## config.mk

```make
export PLATFORM = sky130hd
export DESIGN_NAME = memory_pager
export DESIGN_NICKNAME = d
export VERILOG_FILES = /design/src/paging_pkg.sv /design/src/page_state_if.sv /design/src/page_registers.sv /design/src/slot_mapper.sv /design/src/memory_request.sv /design/src/memory_pager.sv
export SDC_FILE = /design/constraint.sdc
export NUM_CORES = 1
export LEC_CHECK = 0
export ABC_AREA = 1
export BUFFER_PORTS_ARGS = -buffer_cell sky130_fd_sc_hd__buf_2
export CAP_MARGIN = 25
export CORE_MARGIN = 5
export CORE_UTILIZATION = 45
export CTS_CLUSTER_DIAMETER = 30
export DETAILED_ROUTE_END_ITERATION = 7
export MAX_ROUTING_LAYER = met4
export PLACE_DENSITY_LB_ADDON = 0.12
export SYNTH_ARGS = -nofsm -noshare
export SYNTH_HDL_FRONTEND = slang
export SYNTH_HIERARCHICAL = 1
export SYNTH_SLANG_ARGS = --single-unit
export TNS_END_PERCENT = 50
```

## constraint.sdc

```tcl
create_clock -name clk_sys -period 2.97 [get_ports clk_sys]
set_clock_uncertainty 0.1 [all_clocks]
set_input_delay 0.1485 -clock clk_sys [delete_from_list [all_inputs] [get_ports clk_sys]]
set_output_delay 0.1485 -clock clk_sys [all_outputs]
set_load 0.005 [all_outputs]
```

## src/paging_pkg.sv

```systemverilog
`default_nettype none

package paging_pkg;

	// ====================
	// Memory models
	// ====================

	// Selected once, while reset is held
	typedef enum logic [2:0] {
		MODEL_128K  = 3'd0,
		MODEL_P1024 = 3'd1,
		MODEL_PROFI = 3'd2,
		MODEL_48K   = 3'd3,
		MODEL_PLUS3 = 3'd4
	} model_t;

	// ====================
	// Bus and bank types
	// ====================

	typedef logic [15:0] cpu_addr_t;
	typedef logic [7:0]  byte_t;

	// Bank number forms RAM address bits 24..14
	typedef logic [10:0] bank_t;
	typedef logic [24:0] ram_addr_t;

	// Mapping of one 16K CPU slot
	typedef struct packed {
		bank_t bank;
		logic  writable;
	} slot_map_t;

	// ====================
	// Paging constants
	// ====================

	localparam int NUM_SLOTS = 4;

	// Offset width inside a 16K slot
	localparam int SLOT_BITS = 14;

	// ROM pages sit at banks 101_pppp
	localparam logic [2:0] ROM_BANK_PREFIX = 3'b101;

	// Fixed RAM banks seen in slots 1 and 2 outside special mode
	localparam bank_t BANK_FIXED_SLOT1 = 11'd5;
	localparam bank_t BANK_FIXED_SLOT2 = 11'd2;

	// Profi memory extension port, fully decoded
	localparam cpu_addr_t PORT_PROFI_EXT = 16'hDFFD;

endpackage

`default_nettype wire

```

## src/page_state_if.sv

```systemverilog
`timescale 1ns/1ns
`default_nettype none

// Paging register state, from the register block to the slot mappers
interface page_state_if;

	// Port 7FFD contents
	paging_pkg::byte_t page_reg;

	// Port 1FFD contents, +3 only
	paging_pkg::byte_t page_reg_plus3;

	// Upper RAM page bits for the 1024K models
	logic [2:0] page_128k;

	// ROM page for slot 0
	logic [3:0] rom_page;

	modport regs (
		output page_reg,
		output page_reg_plus3,
		output page_128k,
		output rom_page
	);

	modport slot (
		input page_reg,
		input page_reg_plus3,
		input page_128k,
		input rom_page
	);

endinterface

`default_nettype wire

```

## src/page_registers.sv

```systemverilog
`timescale 1ns/1ns
`default_nettype none

module page_registers (
	input  wire                clk_sys,
	input  wire                reset,
	input  wire paging_pkg::model_t model,
	input  wire paging_pkg::cpu_addr_t addr,
	input  wire paging_pkg::byte_t cpu_dout,
	input  wire                io_wr,
	page_state_if.regs         state
);

	// ====================
	// Registers
	// ====================

	paging_pkg::model_t model_q;
	paging_pkg::byte_t  page_reg;
	paging_pkg::byte_t  page_reg_plus3;
	paging_pkg::byte_t  page_reg_p1024;
	logic [2:0]         page_128k;
	logic               old_wr;

	// Model flags
	logic is_p1024;
	logic is_profi;
	logic is_48k;
	logic is_plus3;

	// Decode
	logic locked;
	logic io_wr_rise;
	logic sel_7ffd;
	logic sel_1ffd;
	logic sel_eff7;
	logic sel_dffd;

	assign is_p1024 = (model_q == paging_pkg::MODEL_P1024);
	assign is_profi = (model_q == paging_pkg::MODEL_PROFI);
	assign is_48k   = (model_q == paging_pkg::MODEL_48K);
	assign is_plus3 = (model_q == paging_pkg::MODEL_PLUS3);

	// 48K never pages; Pentagon needs EFF7 bit 2 before bit 5 locks
	assign locked = is_48k
		| (~is_p1024 & page_reg[5])
		| (is_p1024 & page_reg_p1024[2] & page_reg[5]);

	assign io_wr_rise = io_wr & ~old_wr;

	// 7FFD is only partly decoded; +3 also needs A14
	assign sel_7ffd = ~addr[15] & ~addr[1] & (addr[14] | ~is_plus3);

	// 1FFD
	assign sel_1ffd = ~addr[15] & ~addr[14] & ~addr[13] & addr[12] & ~addr[1] & is_plus3;

	// EFF7
	assign sel_eff7 = addr[15] & addr[14] & addr[13] & ~addr[12] & ~addr[3] & is_p1024;

	assign sel_dffd = (addr == paging_pkg::PORT_PROFI_EXT) & is_profi;

	// ====================
	// Port writes
	// ====================

	always_ff @(posedge clk_sys) begin
		old_wr <= io_wr;

		if (reset) begin
			model_q        <= model;
			page_reg       <= '0;
			page_reg_plus3 <= '0;
			page_reg_p1024 <= '0;
			page_128k      <= '0;
		end else if (io_wr_rise) begin
			if (sel_7ffd & ~locked) begin
				page_reg <= cpu_dout;
				// Pentagon takes bits 5,7,6 as the high page bits
				if (is_p1024 & ~page_reg_p1024[2])
					page_128k <= {cpu_dout[5], cpu_dout[7:6]};
			end else if (sel_1ffd & ~locked) begin
				page_reg_plus3 <= cpu_dout;
			end

			// Extension ports ignore the lock
			if (sel_dffd)
				page_128k <= cpu_dout[2:0];
			if (sel_eff7)
				page_reg_p1024 <= cpu_dout;
		end
	end

	// ====================
	// State out
	// ====================

	assign state.page_reg       = page_reg;
	assign state.page_reg_plus3 = page_reg_plus3;
	assign state.page_128k      = page_128k;

	// +3 has four ROMs, the others two
	assign state.rom_page = is_plus3 ? {2'b10, page_reg_plus3[2], page_reg[4]}
		: {3'b011, is_48k | page_reg[4]};

	// Locked 7FFD holds until the next reset
	assert property (@(posedge clk_sys) disable iff (reset)
		(locked && !reset) |=> $stable(page_reg))
		else $error("page_reg changed while paging is locked");

endmodule

`default_nettype wire

```

## src/slot_mapper.sv

```systemverilog
`timescale 1ns/1ns
`default_nettype none

module slot_mapper #(
	parameter int SLOT = 0
) (
	page_state_if.slot           state,
	output paging_pkg::slot_map_t map
);

	localparam logic [1:0] IDX = SLOT[1:0];

	logic       special;
	logic [1:0] cfg;
	logic [2:0] special_bank;

	// All-RAM mode of the +3
	assign special = state.page_reg_plus3[0];
	assign cfg     = state.page_reg_plus3[2:1];

	// Special mode layouts: 0123, 4567, 4563, 4763
	always_comb begin
		case (cfg)
			2'b00: special_bank = {1'b0, IDX};
			2'b01: special_bank = {1'b1, IDX};
			2'b10: special_bank = (IDX == 2'd3) ? 3'd3 : {1'b1, IDX};
			default: begin
				if (IDX == 2'd3)
					special_bank = 3'd3;
				else if (IDX == 2'd1)
					special_bank = 3'd7;
				else
					special_bank = {1'b1, IDX};
			end
		endcase
	end

	always_comb begin
		if (special) begin
			map.bank     = {8'd0, special_bank};
			map.writable = 1'b1;
		end else begin
			map.writable = 1'b1;
			case (IDX)
				2'd0: begin
					// ROM, write protected
					map.bank     = {4'd0, paging_pkg::ROM_BANK_PREFIX, state.rom_page};
					map.writable = 1'b0;
				end
				2'd1: map.bank = paging_pkg::BANK_FIXED_SLOT1;
				2'd2: map.bank = paging_pkg::BANK_FIXED_SLOT2;
				default: map.bank = {5'd0, state.page_128k, state.page_reg[2:0]};
			endcase
		end
	end

endmodule

`default_nettype wire

```

## src/memory_request.sv

```systemverilog
`timescale 1ns/1ns
`default_nettype none

module memory_request (
	input  wire paging_pkg::slot_map_t maps [paging_pkg::NUM_SLOTS],
	input  wire paging_pkg::cpu_addr_t addr,
	input  wire                  mem_rd,
	input  wire                  mem_wr,
	output paging_pkg::ram_addr_t ram_addr,
	output logic                 ram_rd,
	output logic                 ram_we
);

	paging_pkg::slot_map_t sel;

	// ====================
	// Slot select
	// ====================

	always_comb begin
		// Top two address bits pick the 16K slot
		sel = maps[addr[15:14]];

		ram_addr = {sel.bank, addr[paging_pkg::SLOT_BITS-1:0]};
		ram_rd   = mem_rd;
		ram_we   = mem_wr & sel.writable;
	end

endmodule

`default_nettype wire

```

## src/memory_pager.sv

```systemverilog
`timescale 1ns/1ns
`default_nettype none

module memory_pager (
	input  wire                   clk_sys,
	input  wire                   reset,
	input  wire paging_pkg::model_t    model,
	input  wire paging_pkg::cpu_addr_t addr,
	input  wire paging_pkg::byte_t     cpu_dout,
	input  wire                   io_wr,
	input  wire                   mem_rd,
	input  wire                   mem_wr,
	output paging_pkg::ram_addr_t ram_addr,
	output logic                  ram_rd,
	output logic                  ram_we,
	output logic                  scr_page
);

	// ====================
	// Paging registers
	// ====================

	page_state_if state ();

	page_registers u_page_registers (
		.clk_sys  (clk_sys),
		.reset    (reset),
		.model    (model),
		.addr     (addr),
		.cpu_dout (cpu_dout),
		.io_wr    (io_wr),
		.state    (state.regs)
	);

	// Shadow screen in bank 7 when set
	assign scr_page = state.page_reg[3];

	// ====================
	// Slot mapping
	// ====================

	paging_pkg::slot_map_t maps [paging_pkg::NUM_SLOTS];

	for (genvar i = 0; i < paging_pkg::NUM_SLOTS; i++) begin : g_slot
		slot_mapper #(
			.SLOT (i)
		) u_slot_mapper (
			.state (state.slot),
			.map   (maps[i])
		);
	end

	// ====================
	// RAM request
	// ====================

	memory_request u_memory_request (
		.maps     (maps),
		.addr     (addr),
		.mem_rd   (mem_rd),
		.mem_wr   (mem_wr),
		.ram_addr (ram_addr),
		.ram_rd   (ram_rd),
		.ram_we   (ram_we)
	);

endmodule

`default_nettype wire

```

==> results.md, run 1 <==
- Status: completed
- Area Growth Syn to Fin: 3.42%
- Starting Density: 47.5%
- RSZ-0062 raised after global routing: no
- GRT Util Overall: 14.1%
- Antenna diodes: 0
- CP max-delay cell: edfxtp_1
- Clock slew at reported path FFs: 0.06 ns
- Fmax: 523 MHz
- Part of the power in registers: 43.2%
- Vias post-DR: 1,669
- Clock power frac: 29.9%
- Hold Violations, Final: 0
- Die width: 75.7 um
- Drt first-iter violations: 31
- Hold slack: 0.0482 ns
- MaxCap Viol Count: 0
- IO Port Bufs: 57
- Cell Area, Synth: 1940 um2
- Root Driver: clkbuf_8
- Final instance area: 2010 um2
- Slew Limit Headroom: 62.9%
- # IOs: 60
- Clock tree buffer depth: 2
- Peak VDD IR: 215 uV
- Largest register FFs: 6
- Global route total overflow: 0
- Gate Count Post-Synth: 311
- PD cells: 287 nW/um2
- CP required: 2.72 ns
- Setup violators final: 0
- Avg WL per Cell: 9.43 um
- P_sw: 0.000172 W
- Fin cells: 391
- DP Wirelength: 2920 um
- Final worst path period need: 1.91 ns
- Post-CTS Setup Bufs: 0
- Placed Cells: 383
- Final nets: 374
- Pre-antenna DRT Iters: 4
- Combinational power share: 26.9%
- Initial antenna violation count: 0
- Post_cts resized: 0
- HP Class: in -> reg
- Clock latency on the worst-skew pair: 0.25 ns
- Placer congestion estimate: 0.816
- Sw Share: 29.9%
- CTS tree: yes
- Placed Area: 1920 um2
- Share of cells above drive strength 1: 24.3%
- First-pass GRT wire length: 6130 um
- Remaining DRCs: 0
- Die H: 75.7 um
- CP Launch Type: flop
- Leakage Power: 1.08 nW
- Fill cell count: 451
- CP endpoint kind: output port
- Total wire length: 3690 um
- Mean post-synth cell area: 6.24 um2
- FP Rows: 23
- Crit-path cells: nor2_1 > nand2_1 > or2_2 > inv_1 > nor2_1 > nor2_1 > o21ai_1 > buf_2
- CTS hold repair buffers: 4
- # clock sinks: 17
- Vias in the first global route: 1,421
- H-tree depth: 1
- Cell-internal power: 0.000404 W
- Slowest Stage Delay on Critical Path: 0.46 ns
- DR vias/cell: 4.27
- TritonCTS buffer count: 3
- CP arrival: 1.67 ns
- Crit path top cell by count: nor2_1
- Ys Warns: 6
- Final antenna-violating net count: 0
- Setup TNS: 0 ns
- Setup Crit Path Kind: reg -> out
- Die area: 5730 um2
- Final Cycle Share: 64.4%
- Slew @ Worst Pin: 0.555 ns
- Core area: 4090 um2
- Largest net degree at the start of global routing: 28
- Worst-path fanout max: 5
- Slew Viols, Final: 0
## cell usage in the layout, fill, tap and decap left out, drive strengths merged
| master | count |
|---|---|
| a21oi | 10 |
| or2 | 3 |
| nor2 | 62 |
| nor3 | 4 |
| nor3b | 1 |
| nand3 | 10 |
| dfxtp | 14 |
| nand2 | 40 |
| conb | 32 |
| dlygate4sd3 | 4 |
| nand4 | 6 |
| buf | 57 |
| inv | 44 |
| o21ai | 44 |
| clkbuf | 4 |
| edfxtp | 3 |
| nand3b | 3 |
## per-layer routing
metal	track usage [%]	part of all wire, %	vias up
met3	1.45	4.6	2
met1	17.4	47	693
met4	4.08	0.38	0
met2	24.3	48	31
met5	-	0	-
li1	-	-	943
## per-stage QoR
stage               util (%)  worst slack, ns  total power [W]
floorplan                  -             1.54         0.000397
global placement        47.0             1.33         0.000406
detailed placement      47.0             1.30         0.000406
CTS                     49.1             1.04         0.000587
global route            49.1            0.889         0.000620
finish                  49.1             1.06         0.000576
## final timing paths
check	cells past startpoint	slack, ns	from	endpoint
setup / recovery	8	1.06	u_page_registers/model_q[0]	ram_addr[15]
hold reg to reg	2	0.35	u_page_registers/state.page_reg[3]	u_page_registers/state.page_reg[3]
hold / removal	1	0.05	reset	u_page_registers/model_q[0]
setup reg to reg	8	1.38	u_page_registers/model_q[0]	u_page_registers/state.page_128k[1]
## power groups by stage
stage          clock network (W)  registers (W)  logic (W)
5_1_grt                 0.000191       0.000249   0.000179
6_report                0.000172       0.000249   0.000155
3_5_place_dp                   0       0.000254   0.000153
3_3_place_gp                   0       0.000253   0.000152
2_1_floorplan                  0       0.000253   0.000144
4_1_cts                 0.000181       0.000248   0.000157
## layout make-up
| class | count | area, um2 | area share (%) |
|---|---|---|---|
| tap | 50 | 62.6 | 3.12 |
| clock buffer | 4 | 45.0 | 2.24 |
| inverter | 44 | 168 | 8.35 |
| sequential | 17 | 370 | 18.5 |
| timing repair buffer | 61 | 325 | 16.2 |
| multi-input combinational | 215 | 1040 | 51.6 |
## worst max-delay path: cells and delay by family (launching register included)
kind,cells,cell delay [ns]
AO/OA/AOI/OAI,1,0.07
buffers and inverters,2,0.18
AND/OR/NAND/NOR,5,0.70
flip-flops,1,0.46
Note: power is estimated with default switching activity, not from simulation.
==> inputs of run 2 (changes only) <==
==> constraint.sdc (replaced) <==
create_clock -name clk_sys -period 1.6 [get_ports clk_sys]
set_clock_uncertainty 0.1 [all_clocks]
set_input_delay 0.08 -clock clk_sys [delete_from_list [all_inputs] [get_ports clk_sys]]
set_output_delay 0.08 -clock clk_sys [all_outputs]
set_load 0.005 [all_outputs]
==> run 2 against run 1 <==
Net effect:
- the flow now finishes with violations (negative hold slack, negative setup slack)
- sequential share of layout area is 0.89 points lower
- design area is 6.5% higher
- sequential power is 83% higher
- wire length down 1.2%
- via count grew 0.96%
- flip-flop and latch count unchanged
- largest power group unchanged
==> results.md, run 2 (synthesis gave the netlist of run 1 again) <==
- IO Port Bufs: 57 (unchanged)
- Placer congestion estimate: 0.784 (-3.8%)
- Sum of buffers and inverters on the critical path: 2 (unchanged)
- Most frequent cells in the layout: 57 x buf_2, 55 x nor2_1, 36 x inv_1
- RSZ-0062 raised after global routing: yes
- Initial antenna violation count: 0 (unchanged)
- Final antenna-violating net count: 0 (unchanged)
- Clock latency on the worst-skew pair: 0.25 ns (about the same)
- Area Growth Syn to Fin: 10.1%
- Starting Density: 47.5% (unchanged)
- TritonCTS buffer count: 3 (unchanged)
- Hold slack: -0.00400 ns (-0.0522 ns)
- Vias in the first global route: 1,528 (+7.5%)
- Share of cells above drive strength 1: 29.9% (+5.6 points)
- First-pass GRT wire length: 6350 um (+3.6%)
- Remaining DRCs: 0 (unchanged)
- Largest register FFs: 6 (unchanged)
- Clock slew at reported path FFs: 0.06 ns (about the same)
- Root Driver: clkbuf_8
- Global route total overflow: 0 (unchanged)
- Die H: 75.7 um (unchanged)
- DR vias/cell: 4.20 (-1.6%)
- CP required: 1.42 ns (-1.30 ns)
- Crit path top cell by count: nor2_1
- Status: finished, violations left
- Avg WL per Cell: 9.08 um (-3.7%)
- Setup ws final: -0.0603 ns (-1.12 ns)
- Clock tree buffer depth: 2 (unchanged)
- Largest net degree at the start of global routing: 26 (-7.1%)
- # clock sinks: 17 (unchanged)
- Core area: 4090 um2 (unchanged)
- Die area: 5730 um2 (unchanged)
- Antenna diodes: 0 (unchanged)
- Slew Viols, Final: 0 (unchanged)
- Worst-path fanout max: 3 (-2)
- Total wire length: 3640 um (-1.2%)
- Fill cell count: 436 (-3.3%)
- Fmax: 602 MHz
- Setup violators final: 1 (+1)
- Commonest non-fill, non-tap cell in the layout: buf_2
- Pre-antenna DRT Iters: 4 (unchanged)
- Vias post-DR: 1,685 (+0.96%)
- CP arrival: 1.48 ns (-0.19 ns)
- Final worst path period need: 1.66 ns
- DP Wirelength: 2790 um (-4.5%)
- Die width: 75.7 um (unchanged)
- Slowest Stage Delay on Critical Path: 0.42 ns (-0.04 ns)
- Final Cycle Share: 104%
- Peak VDD IR: 427 uV (+98%)
- Final instance area: 2140 um2 (+6.5%)
- CP max-delay cell: edfxtp_1
- # IOs: 60 (unchanged)
- Leakage Power: 1.15 nW (+6.6%)
- Final nets: 384 (+2.7%)
- Hold Violations, Final: 1 (+1)
- CTS tree: yes
- MaxCap Viol Count: 0 (unchanged)
- Crit-path cells: nor2_2 > nand2_2 > or2_4 > inv_2 > nor2_1 > nor2_1 > o21ai_1 > buf_2
- Final core utilization: 52.3% (+3.2 points)
- Violations in the final reports: negative hold slack, negative setup slack
- GRT Util Overall: 14.4% (+0.30 points)
- H-tree depth: 1 (unchanged)
- CP endpoint kind: output port
- Placed Area: 1950 um2 (+1.6%)
- HP Class: in -> reg
- FP Rows: 23 (unchanged)
- Setup Crit Path Kind: reg -> out
- CP Launch Type: flop
- PD cells: 513 nW/um2 (+79%)
- Drt first-iter violations: 49 (+58%)
- CP top delay family: simple AND/OR/NAND/NOR gates
## run 2: path summary, 6_finish.rpt
check / cells past startpoint / slack [ns] / start / to
max: 8 / -0.06 / u_page_registers/model_q[0] / ram_addr[15]
min: 3 / -0.004 / cpu_dout[4] / u_page_registers/state.page_reg[4]
max reg2reg: 8 / 0.02 / u_page_registers/model_q[2] / u_page_registers/state.page_128k[0]
min reg2reg: 2 / 0.35 / u_page_registers/state.page_reg[1] / u_page_registers/state.page_reg[1]
## run 2: routing by layer
metal  vias up  GRT usage, %  share of wire, %
met5         -             -                 0
met4         0          3.50              0.80
met3         4          1.98               4.2
met2        29          24.2                46
met1       683          18.2                49
li1        969             -                 -
## run 2: worst reg2reg max path, stage by stage, from the launching register on
cell      delay, ns
edfxtp_1       0.43
buf_4          0.17
buf_4          0.13
nand3b_1       0.09
nand2_1        0.08
inv_2          0.08
nand4_2        0.17
a21oi_2        0.18
nor2_1         0.05
## run 2: area by class of cell
cell class,instances,area [um2],area share (%)
repair buffers,71,403,18.9
multi-input cells,215,1080,50.7
inverters,44,168,7.85
flip-flops and latches,17,375,17.6
clock buffers,4,45.0,2.11
well taps,50,62.6,2.93
## run 2: where the power goes
| part | switching [W] | internal, W |
|---|---|---|
| registers | 0.00000840 | 0.000448 |
| logic | 0.000178 | 0.000145 |
| clock network | 0.000140 | 0.000177 |
| total | 0.000326 | 0.000770 |
## run 2: what timing repair did
item	in CTS	in global routing
buffers inserted	5	0
resized for setup	5	17
setup endpoints to repair	4	13
pin swaps	4	5
hold endpoints to repair	7	0
hold buffers	5	0
## run 2: stage by stage
stage	std cells	worst slack (ns)	total power [W]	TNS (ns)	hold slack (ns)
6_report	401	-0.0603	0.00110	-0.0603	-0.00400
5_1_grt	401	-0.194	0.00119	-0.979	0.0101
4_1_cts	401	-0.113	0.00110	-0.118	0.00470
3_5_place_dp	387	0.0219	0.000759	0	0.0600
3_3_place_gp	387	0.0330	0.000757	0	0.0600
2_1_floorplan	336	0.223	0.000736	0	0.00772
